--- config.mk ---
export PLATFORM = sky130hd
export DESIGN_NAME = icache_way
export DESIGN_NICKNAME = d
export VERILOG_FILES = /design/src/source/fetch_pkg.sv /design/src/source/icache_way.sv
export SDC_FILE = /design/constraint.sdc
export NUM_CORES = 2
export LEC_CHECK = 0
export BUFFER_PORTS_ARGS = -buffer_cell sky130_fd_sc_hd__buf_4
export CORE_UTILIZATION = 60
export DETAILED_ROUTE_END_ITERATION = 7
export GPL_TIMING_DRIVEN = 0
export HOLD_SLACK_MARGIN = 0.1
export PLACE_DENSITY = 0.79
export SYNTH_ARGS = -nofsm -noshare
export SYNTH_HDL_FRONTEND = slang
export SYNTH_SLANG_ARGS = --single-unit
--- constraint.sdc ---
create_clock -name clk_i -period 1.8 [get_ports clk_i]
set_input_delay 0.09 -clock clk_i [delete_from_list [all_inputs] [get_ports clk_i]]
set_output_delay 0.09 -clock clk_i [all_outputs]
set_load 0.01 [all_outputs]
--- src/source/fetch_pkg.sv ---
// Fetch subsystem package: data widths, cache geometry and vector types
`default_nettype none

package fetch_pkg;

  // Datapath widths
  localparam int unsigned XLEN       = 32;
  localparam int unsigned LINE_WORDS = 4;
  localparam int unsigned LINE_W     = LINE_WORDS * XLEN;

  // Cache geometry
  localparam int unsigned NUM_WAYS = 2;
  localparam int unsigned NUM_SETS = 16;

  // Address split: tag | index | byte offset
  localparam int unsigned OFFSET_W = 4;
  localparam int unsigned INDEX_W  = 4;
  localparam int unsigned TAG_W    = XLEN - INDEX_W - OFFSET_W;

  // Fetch address
  typedef logic [XLEN-1:0] addr_t;

  // One full cache line
  typedef logic [LINE_W-1:0] line_t;

  // Stored tag
  typedef logic [TAG_W-1:0] tag_t;

  // Set index
  typedef logic [INDEX_W-1:0] index_t;

  // One bit per way, for hits and victim selection
  typedef logic [NUM_WAYS-1:0] way_mask_t;

endpackage

`default_nettype wire

--- src/source/icache_way.sv ---
// Instruction cache way: tag, valid and line storage with registered lookup
`default_nettype none

module icache_way (
  input  logic              clk_i,
  input  logic              rst_n_i,
  input  logic              lookup_i,
  input  fetch_pkg::index_t index_i,
  input  fetch_pkg::tag_t   tag_i,
  input  logic              fill_i,
  input  logic              fill_sel_i,
  input  fetch_pkg::line_t  fill_line_i,
  input  logic              inval_all_i,
  output logic              hit_o,
  output fetch_pkg::line_t  rd_line_o
);

  import fetch_pkg::*;

  tag_t                tag_mem  [NUM_SETS];
  line_t               line_mem [NUM_SETS];
  logic [NUM_SETS-1:0] valid_q;

  // Read-side registers, one cycle behind the strobe
  logic  rd_valid_q;
  tag_t  rd_tag_q;
  tag_t  req_tag_q;
  line_t rd_line_q;

  logic  do_fill;

  assign do_fill = fill_i && fill_sel_i;

  // Valid bits
  always_ff @(posedge clk_i or negedge rst_n_i) begin
    if (!rst_n_i) begin
      valid_q    <= '0;
      rd_valid_q <= 1'b0;
    end else if (inval_all_i) begin
      valid_q    <= '0;
      rd_valid_q <= 1'b0;
    end else begin
      if (do_fill) begin
        valid_q[index_i] <= 1'b1;
      end
      if (lookup_i) begin
        rd_valid_q <= valid_q[index_i];
      end
    end
  end

  // Tag and line arrays
  always_ff @(posedge clk_i) begin
    if (do_fill) begin
      tag_mem[index_i]  <= tag_i;
      line_mem[index_i] <= fill_line_i;
    end
    if (lookup_i) begin
      rd_tag_q  <= tag_mem[index_i];
      rd_line_q <= line_mem[index_i];
      req_tag_q <= tag_i;
    end
  end

  // Compare against the tag that was looked up
  assign hit_o     = rd_valid_q && (rd_tag_q == req_tag_q);
  assign rd_line_o = rd_line_q;

endmodule

`default_nettype wire

* After elaboration in Yosys (flattened, before gate mapping)
Memories as Yosys holds them, arrays and structs flattened. A register that Yosys moved wholly into a read port is not among the register bits. Cells that the tools add are included.
Storage, ports and cells: register bits after elaboration 41, bits in writable memories 2432, bits of input ports 162, output and inout port bits 129, word-level logic and storage cells 24, memories 2
Cells by class: order comparisons 2, eq/ne operators 1, multiplexer cells 10, bitwise logic cells 1, reductions and logical operators 5
Memory list:
- line_mem | depth 16, bits a word 128, rd ports 1, clocked after memory_dff 1, write ports 1, line icache_way.sv:21 | line_t line_mem [NUM_SETS];
- tag_mem | depth 16, bits a word 24, rd ports 1, clocked after memory_dff 1, write ports 1, line icache_way.sv:20 | tag_t tag_mem [NUM_SETS];
Operators by type and width (count):
- 16-bit two-way mux | 2
- 24-bit == test | 1
- 16-bit bitwise OR | 1
- 1-bit two-way mux | 6
- 4-bit by 5-bit < comparator with 1-bit output (second input constant) | 1
- 1-bit binary-select mux with 4-bit select | 1
- 1-bit demux with 4-bit select | 1
- 4-bit by 1-bit greater-or-equal comparator with 1-bit output (second input constant) | 1
- 2-bit nonzero test | 2
- 1-bit logical AND | 3

* Depth between registers and ports, before layout
depth after elaboration 7, depth in mapped cells 7, depth with buffers taken out 4

* Worst setup path after synthesis
OpenSTA, ideal clock, no wires.
path type input -> register, start point input port index_i[0], end point memory line_mem[3][0] (netlist name) (enable), library setup time 0.851 ns, arrival time 11.274 ns, data required time 0.949 ns, setup slack -10.325 ns, cell stages on the path 5, buffers on the path 3, path through clkbuf_1 clkbuf_1 buf_2 nand4_1 nor3_1
RTL lines:
- start: declaration | line icache_way.sv:8 | input fetch_pkg::index_t index_i,
- end: declaration | line icache_way.sv:21
Straight into the memory's write port.

* Worst setup path after layout
start point register req_tag_q[7], end point output port hit_o
Between the ends: cells in the longest elaborated chain, start to end 2
Ends and longest elaborated chain:
- start: declaration | line icache_way.sv:27 | tag_t req_tag_q;
- start signal: assignment | line icache_way.sv:61 | req_tag_q <= tag_i;
- 24-bit == test | line icache_way.sv:66 | assign hit_o = rd_valid_q && (rd_tag_q == req_tag_q);
- 1-bit logical AND | line icache_way.sv:66
- end: declaration | line icache_way.sv:14 | output logic hit_o,
No other way between the ends.

==> impl_metrics.ini <==
[power_and_ir_drop]
power.density_mw_per_mm2 = 1090
p_leak_uw = 0.0377
total_power_uw = 127000
peakVddDrop_uv = 1170

[floorplan]
die_y_um = 405
dieArea_mm2 = 0.164
row_count = 147
initial_core_util = 0.605
die_width_um = 405
io_pins = 291
core-area_mm2 = 0.161

[finish]
multi_input_area_mm2 = 0.0180
drive_gt1_frac = 0.361
stdcell_area_mm2 = 0.117
register_area_mm2 = 0.0787
nets = 4822
stdcell_count = 7033
fillers = 8330
syn_to_final_growth_pct = 20.3

[timing]
max_slew_margin = 0.118
fmax_mhz = 378
whs_ns = 0.120
slew_viol_final = 0
period_needed_ns = 2.65
worst_pin_slew_ns = 1.32
finClkSkew_ns = 0.0347
rsz0062_at_grt = true
setup_violations = 60
setup_slack_ns = -0.847
hold_viol = 0
min_period_over_period = 1.47

[grt]
antenna_found_initial = 35
grt_usage = 0.331
grt_pass1_wl_mm = 372
grt_pass1_vias = 49800
overflow = 0
grt_max_degree = 82

[detailed_routing]
wirelength_mm = 271
antenna_left = 0
via_per_inst = 6.91
vias = 48600
dr.first_iter.drc_count = 7758
drc = 0
drtPass1Iterations = 6
wl_per_cell_um = 38.6

[place]
gp_congestion = 0.741
dp_cells = 6259
postPlaceCellArea_mm2 = 0.106
port_buffers = 285
dpl.hpwl_mm = 146

[logic_synthesis]
synth_cell_types = 23
avgSynthCellArea_um2 = 26.6
synthesis.nets = 3822
ys.warnings.count = 0
synthesis.area_mm2 = 0.0974
ys_seq_elements = 2625
yosysSeqAreaShare = 0.808
synth_cells = 3660

[min_path]
min_path_type = in -> reg

[critical_path]
crit_type = reg -> out
worstPathRequired_ns = 1.71
path_max_fanout = 1
worstPathArrival_ns = 2.56
worst_setup_path_end_kind = output port
crit_path_start_kind = flip-flop

[clocking]
cts_made_buffers = 241
path_clk_slew_ns = 0.07
htreeDepth = 4
clk_path_buf_depth = 3
insertion_delay_ns = 0.89
cts.sinks = 2625
cts_root_buf = clkbuf_16
cts_tree = done

[status]
outcome = finished, violations left
failed_checks = setup timing

[flow_run]
drv_cap = 0
synth_stat cells:
library cell / n / area (um2)
a311oi_1: 1 / 8.76
a31oi_1: 1 / 6.26
buf_1: 24 / 90.1
buf_2: 40 / 200
buf_6: 28 / 315
clkbuf_1: 83 / 312
dfrtp_1: 17 / 425
edfxtp_1: 2608 / 78300
inv_1: 2 / 7.51
mux2_2: 1 / 11.3
mux4_2: 764 / 17200
nand2_1: 3 / 11.3
nand2b_1: 2 / 12.5
nand3_1: 2 / 10.0
nand4_1: 3 / 18.8
nand4b_1: 2 / 17.5
nand4bb_1: 1 / 11.3
nor2_1: 44 / 165
nor3_1: 5 / 25.0
nor4_1: 4 / 25.0
o21ba_2: 1 / 10.0
xnor2_1: 9 / 78.8
xor2_1: 15 / 131
cell families after synthesis:
| family | after synthesis | synth area share |
|---|---|---|
| simple gates | 66 | 0.00304 |
| mux | 765 | 0.177 |
| xor+xnor | 24 | 0.00216 |
| buf+inv | 177 | 0.00949 |
| flops | 2625 | 0.808 |
| compound gates | 3 | 0.000257 |
power by group:
part           total (uW)  leakage (uW)  switching (uW)  internal, uW
Clock               51300       0.00378           22900         28400
Combinational        7100        0.0100            3850          3250
Sequential          68800        0.0239             476         68300
Total              127000        0.0377           27200        100000
sequential cells by signal (all words and copies together) (netlist names):
| signal | count |
|---|---|
| line_mem | 2048 |
| tag_mem | 384 |
| rd_line_o | 128 |
| rd_tag_q | 24 |
| req_tag_q | 24 |
| valid_q | 16 |
| rd_valid_q | 1 |
area by class of cell:
| type | instances | area share |
|---|---|---|
| clock buffers | 288 | 0.0533 |
| plain buffers | 174 | 0.00988 |
| inverters | 2 | 0.0000641 |
| diodes | 15 | 0.000320 |
| repair buffers | 758 | 0.0751 |
| well taps | 2160 | 0.0231 |
| clock inverters | 153 | 0.0128 |
| multi-input cells | 858 | 0.153 |
| flip-flops and latches | 2625 | 0.672 |
placed cells by master (no fill, tap or decap), types with 10 or more instances in the layout:
cell type | netlist | layout
clkbuf_1 | 83 | 83
clkbuf_2 | 0 | 38
buf_6 | 28 | 29
nor2_1 | 44 | 32
diode_2 | 0 | 15
nor2_4 | 0 | 12
buf_8 | 0 | 13
buf_12 | 0 | 86
clkinv_2 | 0 | 49
clkbuf_4 | 0 | 12
clkinv_1 | 0 | 54
mux4_2 | 764 | 764
clkdlybuf4s15_2 | 0 | 10
edfxtp_1 | 2608 | 2608
buf_16 | 0 | 63
xor2_1 | 15 | 15
buf_2 | 40 | 39
dlygate4sd3_1 | 0 | 272
dfrtp_1 | 17 | 17
clkbuf_16 | 0 | 243
bufinv_16 | 0 | 26
buf_4 | 0 | 324
routing by layer:
| layer | global-route usage | vias up | share of wire | wire length, um |
|---|---|---|---|---|
| li1 | - | 18100 | - | - |
| met1 | 0.423 | 25400 | 0.33 | 89000 |
| met2 | 0.548 | 4230 | 0.51 | 137000 |
| met3 | 0.0732 | 810 | 0.12 | 31200 |
| met4 | 0.153 | 32 | 0.049 | 13400 |
| met5 | 0 | - | 0.00080 | 217 |
per-stage QoR:
| stage | TNS (ns) | worst slack, ns | util |
|---|---|---|---|
| after floorplan | -5469.69 | -3.32 | - |
| after global placement | - | -8.04 | 0.637 |
| after detailed placement | -2762.47 | -1.69 | 0.658 |
| after CTS | -240.82 | -0.799 | 0.726 |
| after global routing | -5.46 | -0.887 | 0.728 |
| final | -7.95 | -0.847 | 0.728 |
critical path, cell delays in order (launching register included):
cell	delay, ns
edfxtp_1	0.40
xor2_1	0.20
nor4_4	0.42
nand3_2	0.16
nor4_4	0.33
buf_4	0.19
worst paths after layout:
path                                            from                    endpoint  slack, ns  cells after the start
max reg2reg                line_mem[7][91]$_DFFE_PP_     rd_line_o[91]$_DFFE_PP_      -0.06                      2
max                           req_tag_q[7]$_DFFE_PP_                       hit_o      -0.85                      5
min                                       index_i[1]  line_mem[4][123]$_DFFE_PP_       0.12                      4
max in group asynchronous                    rst_n_i      valid_q[5]$_DFFE_PN0P_       0.70                      3
min reg2reg                   valid_q[8]$_DFFE_PN0P_      valid_q[8]$_DFFE_PN0P_       0.56                      2
min in group asynchronous                    rst_n_i     valid_q[13]$_DFFE_PN0P_       0.53                      3
repair_timing:
item,in CTS,in global routing
pin swaps,18,3
setup endpoints to repair,1790,1671
hold buffers,272,2
buffers inserted,31,14
endpoints found under the hold margin,2916,25
resized for setup,86,27
(Power assumes the default switching activity.)
