### src/source/fetch_pkg.sv
// Fetch subsystem package: data widths, cache geometry and vector types
`default_nettype none

package fetch_pkg;

  // Datapath widths
  localparam int unsigned XLEN       = 32;
  localparam int unsigned LINE_WORDS = 4;
  localparam int unsigned LINE_W     = LINE_WORDS * XLEN;

  // Cache geometry
  localparam int unsigned NUM_WAYS = 2;
  localparam int unsigned NUM_SETS = 16;

  // Address split: tag | index | byte offset
  localparam int unsigned OFFSET_W = 4;
  localparam int unsigned INDEX_W  = 4;
  localparam int unsigned TAG_W    = XLEN - INDEX_W - OFFSET_W;

  // Fetch address
  typedef logic [XLEN-1:0] addr_t;

  // One full cache line
  typedef logic [LINE_W-1:0] line_t;

  // Stored tag
  typedef logic [TAG_W-1:0] tag_t;

  // Set index
  typedef logic [INDEX_W-1:0] index_t;

  // One bit per way, for hits and victim selection
  typedef logic [NUM_WAYS-1:0] way_mask_t;

endpackage

`default_nettype wire

### src/source/icache_way_select.sv
// Way selector: hit merge, response register and miss report
`default_nettype none

module icache_way_select (
  input  logic                                         clk_i,
  input  logic                                         rst_n_i,
  input  logic                                         flush_i,
  input  logic                                         lookup_done_i,
  input  fetch_pkg::way_mask_t                         hit_i,
  input  fetch_pkg::line_t [fetch_pkg::NUM_WAYS-1:0]   way_line_i,
  input  logic                                         data_ready_i,
  output logic                                         miss_o,
  output logic                                         resp_free_o,
  output fetch_pkg::line_t                             line_o,
  output logic                                         data_valid_o
);

  import fetch_pkg::*;

  logic  result_q;
  logic  any_hit;
  logic  valid_q;
  line_t hit_line;
  line_t line_q;

  // AND-OR merge, at most one way hits
  always_comb begin
    hit_line = '0;
    for (int w = 0; w < NUM_WAYS; w++) begin
      if (hit_i[w]) begin
        hit_line = hit_line | way_line_i[w];
      end
    end
  end

  assign any_hit = |hit_i;

  // Ways answer one cycle after the strobe
  assign miss_o = result_q && !any_hit;

  always_ff @(posedge clk_i or negedge rst_n_i) begin
    if (!rst_n_i) begin
      result_q <= 1'b0;
      valid_q  <= 1'b0;
    end else if (flush_i) begin
      result_q <= 1'b0;
      valid_q  <= 1'b0;
    end else begin
      result_q <= lookup_done_i;
      if (result_q && any_hit) begin
        valid_q <= 1'b1;
      end else if (valid_q && data_ready_i) begin
        valid_q <= 1'b0;
      end
    end
  end

  always_ff @(posedge clk_i) begin
    if (result_q && any_hit) begin
      line_q <= hit_line;
    end
  end

  // Empty or draining this cycle
  assign resp_free_o  = !valid_q || data_ready_i;
  assign data_valid_o = valid_q;
  assign line_o       = line_q;

  a_hit_onehot0: assert property (
    @(posedge clk_i) disable iff (!rst_n_i)
    $onehot0(hit_i)
  );

endmodule

`default_nettype wire

### config.mk
export PLATFORM = sky130hd
export DESIGN_NAME = icache_way_select
export DESIGN_NICKNAME = d
export VERILOG_FILES = /design/src/source/fetch_pkg.sv /design/src/source/icache_way_select.sv
export SDC_FILE = /design/constraint.sdc
export NUM_CORES = 1
export LEC_CHECK = 0
export BUFFER_PORTS_ARGS = -buffer_cell sky130_fd_sc_hd__buf_4
export CORE_AREA = 2 2 153 155
export CTS_BUF_LIST = sky130_fd_sc_hd__clkbuf_16
export DETAILED_ROUTE_END_ITERATION = 10
export DIE_AREA = 0 0 155 157
export GPL_TIMING_DRIVEN = 1
export PLACE_DENSITY = 0.55
export SLEW_MARGIN = 5
export SYNTH_ARGS = -nofsm -noshare
export SYNTH_HDL_FRONTEND = slang
export SYNTH_SLANG_ARGS = --single-unit
export TNS_END_PERCENT = 5
### constraint.sdc
create_clock -name clk_i -period 4.2 [get_ports clk_i]
set_input_delay 0.21 -clock clk_i [delete_from_list [all_inputs] [get_ports clk_i]]
set_output_delay 0.21 -clock clk_i [all_outputs]
set_load 0.05 [all_outputs]
# Yosys cells after proc, flatten, opt, wreduce, memory -nomap -nowiden
# Index checks and enable logic that the tools add are counted.
[word_totals]
regBits = 130
inputBits = 263
word_cells = 18
[op_classes]
n_mux = 6
n_bitwise = 1
n_reduce_logical = 8
[ops]
columns = ["cell", "count"]
rows = [
  ["$mux W128", 2],
  ["$or A128 B128 Y128", 1],
  ["$mux W1", 4],
  ["$logic_and A1 B1 Y1", 3],
  ["$reduce_bool A3 Y1", 1],
  ["$logic_not A1 Y1", 2],
  ["$reduce_or A2 Y1", 1],
  ["$logic_or A1 B1 Y1", 1],
]

# Logic depth before layout (Yosys ltp)
# Gate-level depths: netlist of the first run.
[depth]
ltp_word = 4
ltp_mapped = 3
mapped_depth_nobuf = 2

# Least setup slack after synthesis of the first run
# No wires, ideal clock.
[synth_path]
kind = "input -> register"
start = "in hit_i[1]"
end = "reg line_q[0] (netlist: line_o[0]), enable pin"
arrival_ns = 2.987
slack_ns = 0.732
stages = 3
path_buffers = 1
path_cell_list = "buf_2 > o21ai_0 > inv_1"
[synth_between]
elab_chain_len = 2
[synth_rtl]
columns = ["element", "line", "text"]
rows = [
  ["start, declared", "icache_way_select.sv:9", "input fetch_pkg::way_mask_t hit_i,"],
  ["$reduce_or A2 Y1", "icache_way_select.sv:36", "assign any_hit = |hit_i;"],
  ["$logic_and A1 B1 Y1", "icache_way_select.sv:59", "if (result_q && any_hit) begin"],
  ["end signal, assigned", "icache_way_select.sv:60", "line_q <= hit_line;"],
  ["end, declared", "icache_way_select.sv:24", "line_t line_q;"],
]
# No other way between the ends.
# A chain may end at the register's enable or synchronous reset.

# Final worst setup path of the first run
[layout_path]
start = "in hit_i[1]"
end = "reg line_q[123] (netlist: line_o[123]), enable pin"
# Same word-level chain as after synthesis.

==> results.md, run 1 <==
- Status: complete, no violations
- Yosys top cell by area: edfxtp_1
- Clock skew: 6.16 ps
- Register area share after synthesis: 0.741
- Crit path capture type: flip-flop
- GR Layer Usage met1: 0.155
- Final min period: about 2200 ps
- Switching power: ~900 uW
- Worst Tran Pin Value: slightly below 800 ps
- Unrepaired setup endpoints after global routing: false
- Hpwl dp: 13.2 mm
- Hold Vio Cnt, Final: 0
- Clock power share: 0.430
- Area of the die: roughly 24000 um2
- Commonest non-fill, non-tap cells in the layout: buf_4, a22o_1, edfxtp_1
- Routed WL: between 15 and 20 mm
- CP max stage delay: between 600 and 700 ps
- PD cells: between 400 and 500 nW/um2
- Pwr Total: roughly 3700 uW
- Post-CTS setup buffers: 0
- Combinational power share: 0.165
- First-pass GRT wire length: approximately 25 mm
- Max-cap violations: 0
- Most common cell after layout, fill and taps aside: buf_4
- Final ANT Viol Nets: 0
- Layer with the highest usage: met2
- Starting Density: 0.233
- CTS tree: built
- Die width: approximately 160 um
- Vias in the first global route: 4428
- CTS sink cnt: 130
- Reg power frac: 0.405
- H-tree depth: 4
- Cts repair resizes: 0
- Post-Synthesis Cell Area: 5250 um2
- Fmax: approximately 460 MHz
- CP arrival: roughly 2200 ps
- CTS root buffer: clkbuf_16
- Io pins: a little under 400
- Synthesis-stage register bit count: 130
- Antenna violations before repair: 0
- DR vias: 4306
- Via density: 4.40
- Synth area leaders: edfxtp_1, a22o_1, buf_6, buf_2, dfrtp_1
- Area of the core: 22500 um2
- Critical-path top delay cell: inv_4
- Top cell type's share of synthesized area: 0.732
- Synth-to-layout area growth: 72.4%
- Finish-stage setup viols: 0
- Die Y: 157 um
- Buffers added on ports: about 390
- 1st-pass router iterations: 4
- CTS Buf Count: 17
- Worst-skew pair later-pin latency: about 400 ps
- Share of cells above drive strength 1: 0.614
- Initial detailed-routing violation count: between 150 and 200
- Gpl congestion: approximately 0.8
- Crit start category: primary input
- Final Cycle Share: 0.513
- P_int: around 2800 uW
- CP Cell Sequence: buf_4 -> o21ai_0 -> inv_4 -> buf_12
- Wire per inst: between 15 and 20 um
- Maximum VDD drop: approximately 0.21 mV
- GR Util met3: 0.0512
- YS warnings: 0
- M2 GR Usage: 0.234
- Antenna cells: 0
- Grt total ovfl: 0
- Post-synthesis cell type count: 12
- Rel. slew slack: 0.475
- Worst-path fanout max: 67
- Clock slew at reported path FFs: 60 ps
- DRC Markers: 0
- Critical path class: primary input to flip-flop
- Clk buf depth: 2
- Synth Instances: 292
- Slew Viols, Final: 0
- CTS Hold Bufs: 3
- Final net count: roughly 950
- Worst Path Required: roughly 4300 ps
- Pin count of the biggest net entering global routing: between 60 and 70
- Sw Ratio: 0.241
- Pre-CTS setup slack: 1550 ps
- Syn Area/Cell: 18.0 um2
- Total negative slack: 0 ps
- Worst setup margin: 2050 ps
- P_leak: 0.00400 uW
- Syn Nets: 555
- Cell Rows: 55
- HP Class: primary input to flip-flop
- Gr usage total: 0.135
==> critical path, delay by kind of cell <==
family | cells | cell delay (ps)
buf+inv | 3 | 1520
compound gates | 1 | 360
==> logic make-up after synthesis <==
kind of cell | after synthesis | synth area share
flip-flops | 130 | 0.741
AND/OR/NAND/NOR | 3 | 0.00381
AO/OA/AOI/OAI | 130 | 0.215
buffers and inverters | 29 | 0.0398
==> flip-flops by register name (all words and copies together), names as in the netlist <==
signal        cells
line_o          128
data_valid_o      1
result_q          1
==> power by group through the flow <==
stage	sequential (uW)	clock [uW]	combinational, uW
after floorplan	1720	0	146
after global placement	1540	0	612
after detailed placement	1540	0	621
after CTS	1520	1650	623
after global routing	1520	1710	649
final	1510	1610	615
==> final timing paths <==
check                           startpoint           end  slack, ps  depth (start not counted)
min in group asynchronous          rst_n_i      result_q        110                          2
hold reg to reg               data_valid_o  data_valid_o        640                          2
max in group asynchronous          rst_n_i  data_valid_o       4000                          2
hold / removal             way_line_i[213]    line_o[85]         80                          2
setup reg to reg                  result_q   line_o[123]       2150                          3
setup / recovery                  hit_i[1]   line_o[123]       2050                          4
==> metal layers <==
| layer | wire length, um | part of all wire | vias to the layer above |
|---|---|---|---|
| li1 | - | - | 2029 |
| met5 | 0 | 0 | - |
| met2 | 8870 | 0.51 | 218 |
| met1 | 6820 | 0.39 | 2040 |
| met3 | 1380 | 0.079 | 19 |
| met4 | 264 | 0.015 | 0 |
==> cells in the mapped netlist <==
cell type and count:
nor3b_1 1, buf_6 10, o21ai_0 1, a21oi_1 1, inv_1 1, nand2b_1 1
nor2b_1 1, dfrtp_1 2, buf_2 17, a22o_1 128, buf_4 1, edfxtp_1 128
==> stage by stage <==
step	hold slack [ps]	util	cell area, um2	cells
final	81.1	0.403	9060	979
after CTS	56.3	0.403	9060	979
after floorplan	-85.6	-	5250	292
after detailed placement	-4.47	0.373	8390	945
after global placement	-6.22	0.373	8390	945
after global routing	58.5	0.403	9060	979
==> cell type report <==
| class | count | area (um2) |
|---|---|---|
| sequential | 130 | 3890 |
| multi-input combinational | 133 | 1150 |
| clock inverter | 14 | 211 |
| clock buffer | 17 | 425 |
| tap | 285 | 357 |
| timing repair buffer | 399 | 3020 |
| fill | 2130 | 13400 |
| inverter | 1 | 6.26 |
Note: power is estimated with default switching activity, not from simulation.
==> inputs of run 2 (changes only) <==
- clock period: 4.2 -> 2 ns (I/O delays scaled with it)
==> run 2 against run 1 <==
  * The flow now stops in clock tree synthesis
  * Synthesized cell count unchanged
  * Synthesized area did not move
==> results.md, run 2 <==
- Post-Synthesis Cell Area: 5250 um2 (unchanged)
- Hpwl dp: 13.2 mm (about the same)
- Cell Rows: 55 (unchanged)
- Status: stopped before the end
- DP Area: 8430 um2 (+0.48%)
- Post-synth top flop: edfxtp_1
- Io pins: 394 (unchanged)
- Top post-synthesis cells by count: a22o_1, edfxtp_1, buf_2, buf_6, dfrtp_1
- Simple-gate share of the synthesized area: 0.00381 (unchanged)
- Starting Density: 0.233 (unchanged)
- Last stage: clock tree synthesis
- Largest family of logic cells by synthesized area: compound AO/OA/AOI/OAI gates
- Die width: 155 um (unchanged)
- Top cell type's share of synthesized area: 0.732 (unchanged)
- Multiplexer share of the synthesized area: 0 (unchanged)
- Syn Area/Cell: 18.0 um2 (unchanged)
- Synthesis-stage register bit count: 130 (unchanged)
- Syn Nets: 555 (unchanged)
- Die Y: 157 um (unchanged)
- Gpl congestion: 0.807 (-0.21%)
- Post-synth ARST share: 0.0154 (unchanged)
- CTS root buffer: clkbuf_16
- Synth area leaders: edfxtp_1, a22o_1, buf_6, buf_2, dfrtp_1
- CTS Hold Bufs: 198 (+195)
- Post-synthesis cell type count: 12 (unchanged)
- CTS sink cnt: 130 (unchanged)
- Post-CTS setup buffers: 0 (unchanged)
- Post-Synth XOR/XNOR Area: 0 (unchanged)
- Register area share after synthesis: 0.741 (unchanged)
- Clk buf depth: 2 (unchanged)
- Compound-Gate Fraction of Synth Area: 0.215 (unchanged)
- Buffers added on ports: 393 (unchanged)
- H-tree depth: 4 (unchanged)
- Err: [ERROR RSZ-0060] Max buffer count reached.
- Cts repair resizes: 0 (unchanged)
- Adder-cell share of the synthesized area: 0 (unchanged)
- Post-synth EDFFs: 128 (unchanged)
- Yosys top cell by area: edfxtp_1
- Synth Instances: 292 (unchanged)
- Pre-CTS setup slack: 287 ps (-1270 ps)
- CTS Buf Count: 17 (unchanged)
- YS warnings: 0 (unchanged)
-- run 2: cell counts after synthesis --
Identical to the previous run, type by type.
-- run 2: cell families after synthesis --
family	after synthesis
compound gates	130
flops	130
buf+inv	29
simple gates	3
-- run 2: per-stage QoR --
stage          std cells  setup TNS, ps  utilization  hold slack (ps)
3_5_place_dp         948              0        0.375             -115
2_1_floorplan        292         -96320            -             -196
3_3_place_gp         948              0        0.375             -117
==> inputs of run 3 (changes only) <==
- CTS_BUF_LIST: sky130_fd_sc_hd__clkbuf_16 -> default
- PLACE_DENSITY: 0.55 -> default
- PLACE_DENSITY_LB_ADDON: default -> 0.15
==> run 3 against run 2 <==
  * The run again fails in clock tree synthesis
  * Synthesized area unchanged
  * Synthesized cell count unchanged
==> results.md, run 3 <==
- Status: stopped before the end
- Last stage: clock tree synthesis
- Err: [ERROR RSZ-0060] Max buffer count reached.
- CTS sink cnt: 130 (unchanged)
- Post-synth EDFFs: 128 (unchanged)
- Die width: 155 um (unchanged)
- Synthesis-stage register bit count: 130 (unchanged)
- Cell Rows: 55 (unchanged)
- Gpl congestion: 0.760 (-5.8%)
- Starting Density: 0.233 (unchanged)
- Cts repair resizes: 0 (unchanged)
- Die Y: 157 um (unchanged)
- Post-synth ARST share: 0.0154 (unchanged)
- Syn Area/Cell: 18.0 um2 (unchanged)
- Post-Synthesis Cell Area: 5250 um2 (unchanged)
- Io pins: 394 (unchanged)
- Post-synthesis cell type count: 12 (unchanged)
- Top cell type's share of synthesized area: 0.732 (unchanged)
- DP Area: 8440 um2 (about the same)
- Clk buf depth: 2 (unchanged)
- Top post-synthesis cells by count: a22o_1, edfxtp_1, buf_2, buf_6, dfrtp_1
- Syn Nets: 555 (unchanged)
- H-tree depth: 4 (unchanged)
- Buffers added on ports: 393 (unchanged)
- Post-CTS setup buffers: 0 (unchanged)
- YS warnings: 0 (unchanged)
- CTS root buffer: clkbuf_16
- Synth area leaders: edfxtp_1, a22o_1, buf_6, buf_2, dfrtp_1
- Yosys top cell by area: edfxtp_1
- Hpwl dp: 13.5 mm (+2.1%)
- Synth Instances: 292 (unchanged)
- CTS Hold Bufs: 198 (unchanged)
- Register area share after synthesis: 0.741 (unchanged)
- Post-synth top flop: edfxtp_1
- CTS Buf Count: 17 (unchanged)
==> run 3: cell counts after synthesis <==
Identical to the previous run, type by type.
==> run 3: kinds of logic after synthesis <==
family                 share of synthesized area
flip-flops                                 0.741
AO/OA/AOI/OAI                              0.215
buffers and inverters                     0.0398
AND/OR/NAND/NOR                          0.00381
==> run 3: stage by stage <==
stage | worst slack, ps | util | cells | hold slack, ps
after floorplan | -753 | - | 292 | -196
after detailed placement | 460 | 0.375 | 949 | -112
after global placement | 508 | 0.375 | 949 | -116
