$ cat config.mk
export PLATFORM = sky130hd
export DESIGN_NAME = icache_lookup_ctrl
export DESIGN_NICKNAME = d
export VERILOG_FILES = /design/src/source/fetch_pkg.sv /design/src/source/icache_lookup_ctrl.sv
export SDC_FILE = /design/constraint.sdc
export NUM_CORES = 1
export LEC_CHECK = 0
export BUFFER_PORTS_ARGS = -buffer_cell sky130_fd_sc_hd__buf_2
export CORE_AREA = 8 8 134 136
export DETAILED_ROUTE_END_ITERATION = 12
export DIE_AREA = 0 0 142 144
export RECOVER_POWER = 100
export SKIP_LAST_GASP = 1
export SYNTH_ARGS = -nofsm -noshare
export SYNTH_HDL_FRONTEND = slang
export SYNTH_SLANG_ARGS = --single-unit
$ cat constraint.sdc
create_clock -name clk_i -period 4.3 [get_ports clk_i]
set_clock_uncertainty 0.1 [all_clocks]
set_input_delay 0.86 -clock clk_i [delete_from_list [all_inputs] [get_ports clk_i]]
set_output_delay 0.86 -clock clk_i [all_outputs]
set_load 0.1 [all_outputs]
$ cat src/source/fetch_pkg.sv
// Fetch subsystem package: data widths, cache geometry and vector types
`default_nettype none

package fetch_pkg;

  // Datapath widths
  localparam int unsigned XLEN       = 32;
  localparam int unsigned LINE_WORDS = 4;
  localparam int unsigned LINE_W     = LINE_WORDS * XLEN;

  // Cache geometry
  localparam int unsigned NUM_WAYS = 2;
  localparam int unsigned NUM_SETS = 16;

  // Address split: tag | index | byte offset
  localparam int unsigned OFFSET_W = 4;
  localparam int unsigned INDEX_W  = 4;
  localparam int unsigned TAG_W    = XLEN - INDEX_W - OFFSET_W;

  // Fetch address
  typedef logic [XLEN-1:0] addr_t;

  // One full cache line
  typedef logic [LINE_W-1:0] line_t;

  // Stored tag
  typedef logic [TAG_W-1:0] tag_t;

  // Set index
  typedef logic [INDEX_W-1:0] index_t;

  // One bit per way, for hits and victim selection
  typedef logic [NUM_WAYS-1:0] way_mask_t;

endpackage

`default_nettype wire

$ cat src/source/icache_lookup_ctrl.sv
// Instruction cache controller: address accept, lookup, miss refill, victim choice
`default_nettype none

module icache_lookup_ctrl (
  input  logic                 clk_i,
  input  logic                 rst_n_i,
  input  logic                 flush_i,
  // From the request controller
  input  fetch_pkg::addr_t     addr_i,
  input  logic                 addr_valid_i,
  output logic                 addr_ready_o,
  // From the way selector
  input  logic                 miss_i,
  input  logic                 resp_free_i,
  // To every way
  output logic                 lookup_o,
  output fetch_pkg::index_t    index_o,
  output fetch_pkg::tag_t      tag_o,
  output logic                 fill_o,
  output fetch_pkg::way_mask_t fill_way_o,
  output fetch_pkg::line_t     fill_line_o,
  output logic                 inval_all_o,
  // Memory port
  output logic                 mem_req_o,
  output fetch_pkg::addr_t     mem_addr_o,
  input  logic                 mem_valid_i,
  input  fetch_pkg::line_t     mem_line_i
);

  import fetch_pkg::*;

  typedef enum logic [2:0] {
    IDLE,
    LOOKUP,
    REFILL,
    REPLAY,
    RESPOND
  } state_t;

  state_t    state_q, state_d;
  addr_t     addr_q;
  addr_t     lk_addr;
  index_t    cur_index;
  logic      accept;
  logic      pend_q;
  way_mask_t rr_q [NUM_SETS];

  // Ready in IDLE, or in RESPOND while the response drains
  assign addr_ready_o = !flush_i && !pend_q &&
                        ((state_q == IDLE) || ((state_q == RESPOND) && resp_free_i));
  assign accept       = addr_valid_i && addr_ready_o;

  // New address on accept, otherwise the latched one
  assign lk_addr   = accept ? addr_i : addr_q;
  assign index_o   = lk_addr[OFFSET_W +: INDEX_W];
  assign tag_o     = lk_addr[XLEN-1 -: TAG_W];
  assign cur_index = addr_q[OFFSET_W +: INDEX_W];

  assign lookup_o = accept || ((state_q == REPLAY) && !flush_i);

  always_ff @(posedge clk_i) begin
    if (accept) begin
      addr_q <= addr_i;
    end
  end

  // Refill datapath
  assign fill_o      = (state_q == REFILL) && mem_valid_i && !flush_i;
  assign fill_way_o  = rr_q[cur_index];
  assign fill_line_o = mem_line_i;
  assign inval_all_o = flush_i;

  // Request held across a flush until memory answers
  assign mem_req_o  = (state_q == REFILL) || pend_q;
  assign mem_addr_o = {addr_q[XLEN-1:OFFSET_W], {OFFSET_W{1'b0}}};

  // Per-set round-robin victim pointer, one-hot
  always_ff @(posedge clk_i or negedge rst_n_i) begin
    if (!rst_n_i) begin
      for (int s = 0; s < NUM_SETS; s++) begin
        rr_q[s] <= way_mask_t'(1);
      end
    end else if (fill_o) begin
      rr_q[cur_index] <= {rr_q[cur_index][NUM_WAYS-2:0], rr_q[cur_index][NUM_WAYS-1]};
    end
  end

  // Outstanding refill that a flush orphaned
  always_ff @(posedge clk_i or negedge rst_n_i) begin
    if (!rst_n_i) begin
      pend_q <= 1'b0;
    end else if (mem_valid_i) begin
      pend_q <= 1'b0;
    end else if (flush_i && (state_q == REFILL)) begin
      pend_q <= 1'b1;
    end
  end

  always_ff @(posedge clk_i or negedge rst_n_i) begin
    if (!rst_n_i) begin
      state_q <= IDLE;
    end else if (flush_i) begin
      state_q <= IDLE;
    end else begin
      state_q <= state_d;
    end
  end

  always_comb begin
    state_d = state_q;
    case (state_q)
      IDLE: begin
        if (accept) begin
          state_d = LOOKUP;
        end
      end
      // Way results are valid here
      LOOKUP: begin
        state_d = miss_i ? REFILL : RESPOND;
      end
      REFILL: begin
        if (mem_valid_i) begin
          state_d = REPLAY;
        end
      end
      // Lookup again, the filled line now hits
      REPLAY: begin
        state_d = LOOKUP;
      end
      RESPOND: begin
        if (resp_free_i) begin
          state_d = accept ? LOOKUP : IDLE;
        end
      end
      default: begin
        state_d = IDLE;
      end
    endcase
  end

  a_fill_onehot: assert property (
    @(posedge clk_i) disable iff (!rst_n_i)
    fill_o |-> $onehot(fill_way_o)
  );

endmodule

`default_nettype wire

## Yosys cells after proc, flatten, opt, wreduce, memory -nomap -nowiden

Cells that the tools add are included.

- Bits of input ports: 167
- Output and inout bits: 195
- Logic and storage cells: 63
- Register bits after elaboration: 68

- Muxes and demuxes: 16
- Reduce and logical (&&, ||, !) cells: 17
- Bitwise gates (word level): 1
- Equal/unequal tests: 7
- Magnitude comparators: 2

Operators by type and width:

| cell | number |
|---|---|
| 32-bit bitwise mux | 1 |
| 32-bit 2-to-1 mux | 1 |
| 3-bit 2-to-1 mux | 5 |
| 3-bit case mux with 5 select lines | 1 |
| 1-bit logical AND | 9 |
| 3-bit inequality test, second input constant | 3 |
| 2-bit binary-select mux with 4-bit select | 1 |
| 2-bit demux with 4-bit select | 1 |
| 3-bit by 2-bit == test with 1-bit output, second input constant | 2 |
| 2-bit 2-to-1 mux | 3 |
| 5-bit >= comparator, second input constant | 1 |
| 5-bit by 1-bit < comparator with 1-bit output, second input constant | 1 |
| 4-bit NOT with 5-bit output | 1 |
| 3-bit by 1-bit == test with 1-bit output, second input constant | 1 |
| 3-bit == test, second input constant | 1 |
| 3-bit logical NOT | 1 |
| 1-bit logical OR | 3 |
| 1-bit 2-to-1 mux | 3 |
| 3-bit AND reduction | 1 |
| 1-bit logical NOT | 2 |
| 2-bit nonzero test | 1 |

## Logic depth before layout (Yosys ltp)

Gate-level depths: netlist (run 1).

- Depth after elaboration: 9
- Depth in mapped cells: 5
- Depth with buffers taken out: 3

## Worst setup path before layout (run 1)

OpenSTA, ideal clock, no wires.

- Path kind: input to output
- From: input flush_i
- To: output lookup_o
- Required time: 3.340 ns
- Path buffers: 0
- Stages: 1
- Data arrival time: 3.128 ns
- Slack: 0.212 ns
- Cell sequence: o31ai_1

- Cells in the longest elaborated chain, start to end: 5
- Elaborated cells on any way between the ends: 6
- Those cells by class: reduce/logical (6)

Ends and longest elaborated chain:

| what | RTL line | source |
|---|---|---|
| start: declaration | icache_lookup_ctrl.sv:7 | `input logic flush_i,` |
| 1-bit logical NOT (*) | icache_lookup_ctrl.sv:49, icache_lookup_ctrl.sv:59 |  |
| 1-bit logical AND (2 in a row) | icache_lookup_ctrl.sv:49 | `assign addr_ready_o = !flush_i && !pend_q &&` |
| 1-bit logical AND | icache_lookup_ctrl.sv:51 | `assign accept = addr_valid_i && addr_ready_o;` |
| 1-bit logical OR (*) | icache_lookup_ctrl.sv:59 | `assign lookup_o = accept \|\| ((state_q == REPLAY) && !flush_i);` |
| end: declaration | icache_lookup_ctrl.sv:16 | `output logic lookup_o,` |

Mark *: on every way between the ends. The rest lies on a longest branch, timed or not.

## Worst setup path in the final report (run 1)

- From: register addr_q[5]
- To: output fill_way_o[1]

- Cells in the longest elaborated chain, start to end: 4

Ends and longest elaborated chain:

| what | RTL line | source |
|---|---|---|
| start: declaration | icache_lookup_ctrl.sv:41 | `addr_t addr_q;` |
| start signal: assignment | icache_lookup_ctrl.sv:63 | `addr_q <= addr_i;` |
| 4-bit NOT with 5-bit output (not written as such) | icache_lookup_ctrl.sv:69 | `assign fill_way_o = rr_q[cur_index];` |
| 2-bit binary-select mux with 4-bit select | icache_lookup_ctrl.sv:69 |  |
| 2-bit 2-to-1 mux (not written as such) (2 in a row) | icache_lookup_ctrl.sv:69 |  |
| end: declaration | icache_lookup_ctrl.sv:20 | `output fetch_pkg::way_mask_t fill_way_o,` |

Every way passes these cells. The select of a mux whose other input is x is not followed.

==> results of run 1 <==
layout by cell type (no fill, tap or decap), types with 6 or more instances in the layout:
cell       count
mux2_1        10
nand4_1        9
nor2_1         6
clkbuf_16     10
dfstp_2       16
nor4_2         8
dfxtp_1       28
clkbuf_1      63
mux2_2        56
dfrtp_1       20
buf_2         33
mux4_2         8
registers in the layout, indices dropped and copies added, names as in the netlist:
signal and count:
addr_q 28, pend_q 1, state_q 3, rr_q 32
path summary, 6_finish.rpt:
check | startpoint | end | slack (ns) | cells after the start
min in group asynchronous | rst_n_i | state_q[1]$_DFFE_PN0P_ | 0.96 | 1
max in group asynchronous | rst_n_i | rr_q[7]$_DFFE_PN0P_ | 2.04 | 1
hold / removal | addr_q[26]$_DFF_P_ | addr_q[26]$_DFF_P_ | 0.39 | 1
hold reg to reg | addr_q[26]$_DFF_P_ | addr_q[26]$_DFF_P_ | 0.39 | 1
setup / recovery | addr_q[5]$_DFF_P_ | fill_way_o[1] | 0.41 | 4
setup reg to reg | addr_q[5]$_DFF_P_ | rr_q[29]$_DFFE_PN0P_ | 1.82 | 3
where the power goes:
part           switching (mW)  internal, mW  leakage (nW)  total, mW
Clock                   0.267         0.484         0.158      0.751
Sequential             0.0735         0.665         0.680      0.739
Combinational            1.09         0.139         0.693       1.23
through the flow:
step	instances	setup WS, ns	hold WS, ns	power [mW]	instance area (um2)
finish	529	0.406	0.394	2.72	3800
global route	529	0.237	0.406	2.81	3800
CTS	529	0.552	0.392	2.79	3890
detailed placement	513	0.913	0.376	2.02	3580
global placement	513	0.923	0.373	2.02	3580
floorplan	339	0.212	0.374	2.42	3890
per-layer routing:
layer,vias up,part of all wire,GRT usage
met5,-,0.0050,0.0209
met4,2,0.026,0.0514
met3,39,0.22,0.105
met2,239,0.48,0.193
met1,1011,0.27,0.0878
li1,948,-,-
kinds of logic after synthesis:
| family | count (synthesis) | synth area share |
|---|---|---|
| buffers and inverters | 146 | 0.284 |
| muxes | 74 | 0.238 |
| DFF | 64 | 0.382 |
| and+or+nand+nor | 45 | 0.0845 |
| AOI/OAI and AO/OA | 6 | 0.0110 |
| other | 1 | 0.000967 |
critical path, delay by kind of cell, from the launching register on:
| kind | cells | cell delay, ns |
|---|---|---|
| DFF | 1 | 0.88 |
| buffers and inverters | 1 | 0.38 |
| muxes | 3 | 1.34 |
area by class of cell:
type                       instances  area share
tap                              220      0.0724
sequential                        64       0.390
inverter                           2     0.00197
clock inverter                     6      0.0168
clock buffer                      10      0.0658
timing repair buffer              98       0.109
multi-input combinational        129       0.344
==> impl_metrics.toml, run 1 <==
[run_status]
status = "finished with violations"
failed_checks = "capacitance limit, slew limit"

[critical_path]
worstPathRequired_ns = 3.34
crit_path_max_fanout = 18
cpPeakStageDelay_ns = 0.88
worst_setup_path_start_kind = "register"
arrival_ns = 2.93
end_kind = "primary output"
path_class = "register to primary output"
slowest_stage = "dfxtp_1"
crit_chain = "mux4_2 -> mux2_1 -> mux2_2 -> clkbuf_2"

[clocking]
cts_tree = "built"
ctsHtreeMaxLevel = 3
cts_repair_resize_count = 0
insertion_delay_ns = 0.33
cts_buffer_depth = 2
cts.sinks = 64
cts_hold_buf = 0
clk_transition_reported_paths_ns = 0.05
cts_buffers = 9
cts_setup_buffers = 0
clock-root-buffer = "clkbuf_16"

[global_route]
grt_max_degree = 37
grt.total_usage = 0.115
antenna_found_initial = 0
grt_pass1_vias = 2571
grt.overflow.total = 0
grt_pass1_wl_um = 16900

[die]
placementRows = 47
initial_utilization = 0.242
io-pin-count = 362
fp.dieW_um = 142
dieArea_mm2 = 0.0204
fp.coreArea_mm2 = 0.0161
die_h_um = 144

[place]
port_buffers = 97
gp_congestion = 0.730
dp_hpwl_um = 10200

[final_layout]
fin_nets = 471
num-fill-cells = 1712
syn2layout_area_growth_pct = -2.03
drive_gt1_frac = 0.469
regArea_mm2 = 0.00148
fin_util = 0.237
diodes = 0
multi_input_area_mm2 = 0.00131

[synthesis]
avgSynthCellArea_um2 = 11.5
synth_top_area_frac = 0.259
synth_most_common_cell = "buf_4"
synth.distinct_cells = 34
yosysWarnings = 0
synth_commonest_cells = "buf_4, mux2_2, dfxtp_1"
synth_top_area_cell = "buf_4"
syn-instance-count = 336
ys_seq_elements = 64
synth_area_leaders = "buf_4, mux2_2, dfxtp_1, dfrtp_1, dfstp_2"
syn_area_mm2 = 0.00388
ys.flop_type = "dfxtp_1"
async_flop_share = 0.563
synth_edf_count = 0
synth_seq_area_share = 0.382

[routing]
viasPerCell = 4.23
post-route-drc-count = 0
wire_per_inst_um = 22.7
wirelength_um = 12000
vias = 2239
drt_pass1_iterations = 4
drt_iter0_drc = 89
ant_nets = 0

[timing]
rsz0062_at_grt = "no"
tns_ns = 0
slew_viol_final = 37
period_needed_ns = 3.89
worst_slew_pin_slew_ns = 1.91
setup_viol = 0
max_clock_freq_ghz = 0.257
finalHoldViolations = 0
fin_crit_sh = 0.906
slew_headroom = -0.271

[pwr]
vdd_drop_max_uv = 523
powerDensity_mw_per_mm2 = 715
leakage_nw = 1.53

[hold_path]
hold_class = "register to register"

[flow_run]
maxCapViolCount = 1
Note: power is estimated with default switching activity, not from simulation.
==> inputs of run 2 (changes only) <==
Settings changed: PLACE_DENSITY set to 0.58.
==> impl_metrics.toml, run 2 (same netlist as run 1, synthesis figures left out) <==
[critical_path]
crit_path_max_fanout = 18
worst_setup_path_start_kind = "register"
arrival_ns = 2.97
end_kind = "primary output"
rr_endpoint = "rr_q[25]$_DFFE_PN0P_"
r2r_slack_ns = 1.82
path_class = "register to primary output"
worstPathRequired_ns = 3.34
reg2reg_from = "addr_q[5]$_DFF_P_"
reg2reg_depth = 3

[final_layout]
syn2layout_area_growth_pct = -1.74
regArea_mm2 = 0.00148
fin_util = 0.237
largest_register_ffs = 32
final_common_cell = "mux2_2"
layout_common_cells = "mux2_2, clkbuf_1, buf_2"
top_regs = "rr_q x32, addr_q x28, state_q x3"
top_register = "rr_q"
fin_nets = 471
design_area_mm2 = 0.00381
multi_input_area_mm2 = 0.00130
drive_gt1_frac = 0.534
num-fill-cells = 1708
diodes = 0

[clocking]
cts_buffers = 9
cts_repair_resize_count = 0
cts_tree = "built"
cts.sinks = 64
cts_setup_buffers = 0
cts_buffer_depth = 2
insertion_delay_ns = 0.33
ctsHtreeMaxLevel = 3
cts_hold_buf = 0
clock-root-buffer = "clkbuf_16"
clk_transition_reported_paths_ns = 0.05

[place]
post-place-ws_ns = 0.855
port_buffers = 97
gp_congestion = 0.698
dp_hpwl_um = 9740
dpl_cell_area_mm2 = 0.00358

[global_route]
grt.total_usage = 0.112
use_met1 = 0.0964
grt_pass1_vias = 2639
grt-busiest-layer = "met2"
antenna_found_initial = 0
grt_max_degree = 37
grt_pass1_wl_um = 16600
met2_usage = 0.181
grt.overflow.total = 0
use_met3 = 0.0885

[timing]
setup_viol = 0
setup_ws_ns = 0.369
slew_headroom = -0.312
hold_slack_ns = 0.394
finalHoldViolations = 0
slew_viol_final = 37
fin_crit_sh = 0.914
rsz0062_at_grt = "no"
period_needed_ns = 3.93
worst_slew_pin_slew_ns = 1.97
max_clock_freq_ghz = 0.254
tns_ns = 0

[pwr]
powerDensity_mw_per_mm2 = 708
leakage_nw = 1.59
vdd_drop_max_uv = 535

[die]
die_h_um = 144
initial_utilization = 0.242
dieArea_mm2 = 0.0204
io-pin-count = 362
fp.dieW_um = 142
fp.coreArea_mm2 = 0.0161
placementRows = 47

[routing]
drt_pass1_iterations = 4
wirelength_um = 11700
post-route-drc-count = 0
viasPerCell = 4.28
vias = 2264
wire_per_inst_um = 22.0
ant_nets = 0
drt_iter0_drc = 112

[flow_run]
maxCapViolCount = 1

[hold_path]
min_from = "addr_q[26]$_DFF_P_"
whs_endpoint = "addr_q[26]$_DFF_P_"
min_path_cells = 1
hold_class = "register to register"

[run_status]
status = "finished with violations"
failed_checks = "capacitance limit, slew limit"
run 2: critical path, stage by stage, from the launching register on:
cell and delay (ns):
dfxtp_1 0.90, mux4_2 0.59, mux2_1 0.45, mux2_2 0.32, clkbuf_2 0.38
run 2: final cells by class:
type / count / share of cell area
clock buffers: 13 / 0.0738
multi-input cells: 129 / 0.342
repair buffers: 98 / 0.116
flip-flops and latches: 64 / 0.389
well taps: 220 / 0.0722
clock inverters: 3 / 0.00558
inverters: 2 / 0.00197
run 2: through the flow:
| step | cells | total power, mW |
|---|---|---|
| after floorplan | 339 | 2.42 |
| after global placement | 513 | 2.02 |
| after CTS | 529 | 2.76 |
| final | 529 | 2.70 |
| after detailed placement | 513 | 2.03 |
| after global routing | 529 | 2.79 |
run 2: worst max-delay path by stage:
stage	start	to	slack, ns	depth (start not counted)
floorplan	flush_i	lookup_o	0.21	1
global placement	addr_q[5]$_DFF_P_	fill_way_o[1]	0.91	4
detailed placement	addr_q[5]$_DFF_P_	fill_way_o[1]	0.85	4
CTS	addr_q[5]$_DFF_P_	fill_way_o[1]	0.49	4
global route	addr_q[5]$_DFF_P_	fill_way_o[0]	0.21	4
finish	addr_q[5]$_DFF_P_	fill_way_o[0]	0.37	4
run 2: where the power goes:
group          switching [mW]  internal (mW)  total (mW)
Clock                   0.262          0.457       0.718
Combinational            1.09          0.151        1.24
Sequential             0.0720          0.665       0.737
run 2: metal layers:
metal,vias up,share of wire
li1,960,-
met1,1041,0.30
met2,225,0.48
met3,38,0.19
met4,0,0.031
met5,-,0
==> inputs of run 3 (changes only) <==
Settings changed: CORE_AREA 8 8 134 136 to 8 8 133 135, CTS_BUF_LIST set to sky130_fd_sc_hd__clkbuf_8, DIE_AREA 0 0 142 144 to 0 0 141 143.
==> impl_metrics.toml, run 3 (same netlist as run 1, synthesis figures left out) <==
[final_layout]
diodes = 0
top_register = "rr_q"
largest_register_ffs = 32
fin_nets = 471
drive_gt1_frac = 0.502
top_regs = "rr_q x32, addr_q x28, state_q x3"
final_common_cell = "mux2_2"
layout_common_cells = "mux2_2, clkbuf_1, buf_2"
design_area_mm2 = 0.00368
syn2layout_area_growth_pct = -5.10

[run_status]
failed_checks = "capacitance limit, slew limit"
status = "finished with violations"

[timing]
slew_headroom = -0.246
worst_slew_pin_slew_ns = 1.87
finalHoldViolations = 0
tns_ns = 0
setup_ws_ns = 0.391
max_clock_freq_ghz = 0.256
rsz0062_at_grt = "no"
slew_viol_final = 37
period_needed_ns = 3.91
setup_viol = 0
fin_crit_sh = 0.909

[clocking]
ctsHtreeMaxLevel = 3
cts_repair_resize_count = 0
clock-root-buffer = "clkbuf_8"
clk_transition_reported_paths_ns = 0.06
cts_setup_buffers = 0
cts_hold_buf = 0
cts_tree = "built"
insertion_delay_ns = 0.34
cts_buffer_depth = 2
cts_buffers = 9
cts.sinks = 64

[pwr]
combPwrFrac = 0.493
leakage_nw = 1.53
pwr-share-seq = 0.294
powerDensity_mw_per_mm2 = 679
sw_frac_of_total = 0.551
intPower_mw = 1.12
clkPwrFrac = 0.213
vdd_drop_max_uv = 456
power_mw = 2.50
power.switching_mw = 1.38

[die]
fp.coreArea_mm2 = 0.0156
placementRows = 46
io-pin-count = 362
die_h_um = 143
initial_utilization = 0.249
fp.dieW_um = 141
dieArea_mm2 = 0.0202

[critical_path]
end_kind = "primary output"
path_class = "input port to primary output"
crit_chain = "clkbuf_1 -> nor2_1 -> nand4_1 -> buf_4 -> mux2_2 -> clkbuf_1"
slowest_stage = "clkbuf_1"
cpPeakStageDelay_ns = 0.86
crit_start = "flush_i"
arrival_ns = 2.95
crit_path_max_fanout = 28
path_common_cell = "clkbuf_1"
worst_setup_path_start_kind = "input port"
reg2reg_from = "state_q[0]$_DFFE_PN0P_"
worstPathRequired_ns = 3.34

[place]
dp_hpwl_um = 10000
post-place-ws_ns = 0.855
dpl_cell_area_mm2 = 0.00358
gp_congestion = 0.730
port_buffers = 97

[routing]
wire_per_inst_um = 22.5
drt_pass1_iterations = 4
viasPerCell = 4.25
ant_nets = 0
post-route-drc-count = 0
wirelength_um = 11800
vias = 2232
drt_iter0_drc = 83

[global_route]
grt_pass1_vias = 2622
grt.total_usage = 0.113
use_met1 = 0.0893
met2_usage = 0.190
grt_pass1_wl_um = 16800
use_met3 = 0.0922
grt-busiest-layer = "met2"
grt_max_degree = 37
grt.overflow.total = 0
antenna_found_initial = 0

[hold_path]
min_from = "addr_q[19]$_DFF_P_"
hold_class = "register to register"

[flow_run]
maxCapViolCount = 1
## run 3: cell type report
type,instances,area [um2]
tap,216,270
fill,1704,11900
timing repair buffer,98,434
clock inverter,4,43.8
sequential,64,1480
inverter,2,7.51
multi-input combinational,129,1280
clock buffer,12,165
## run 3: worst paths after layout
kind,cells past startpoint,end,slack [ns]
min in group asynchronous,1,rr_q[21]$_DFFE_PN0P_,0.92
worst max-delay path,6,tag_o[8],0.39
max in group asynchronous,1,rr_q[9]$_DFFE_PN0P_,2.09
worst max register to register,3,rr_q[3]$_DFFE_PN0P_,1.77
worst min-delay path,1,addr_q[19]$_DFF_P_,0.40
worst min register to register,1,addr_q[19]$_DFF_P_,0.40
## run 3: power by group through the flow
stage	Sequential (mW)	Clock, mW	Combinational [mW]
2_1_floorplan	1.17	0	1.25
5_1_grt	0.748	0.581	1.27
4_1_cts	0.736	0.555	1.28
6_report	0.735	0.533	1.23
3_3_place_gp	0.742	0	1.28
3_5_place_dp	0.744	0	1.28
## run 3: through the flow
step / cells / util / hold slack, ns
detailed placement: 509 / 0.229 / 0.377
global placement: 509 / 0.229 / 0.375
CTS: 525 / 0.243 / 0.395
finish: 525 / 0.236 / 0.396
global route: 525 / 0.236 / 0.427
floorplan: 339 / - / 0.374
## run 3: layer usage
metal | wire [um] | up-vias
met5 | 57 | -
met4 | 440 | 2
met3 | 2230 | 48
met2 | 5750 | 218
met1 | 3310 | 1014
li1 | - | 950
## run 3: worst max-delay path: cells and delay by family
| family | cells | cell delay, ns |
|---|---|---|
| AND/OR/NAND/NOR | 2 | 0.29 |
| buffers and inverters | 3 | 1.54 |
| multiplexers | 1 | 0.24 |
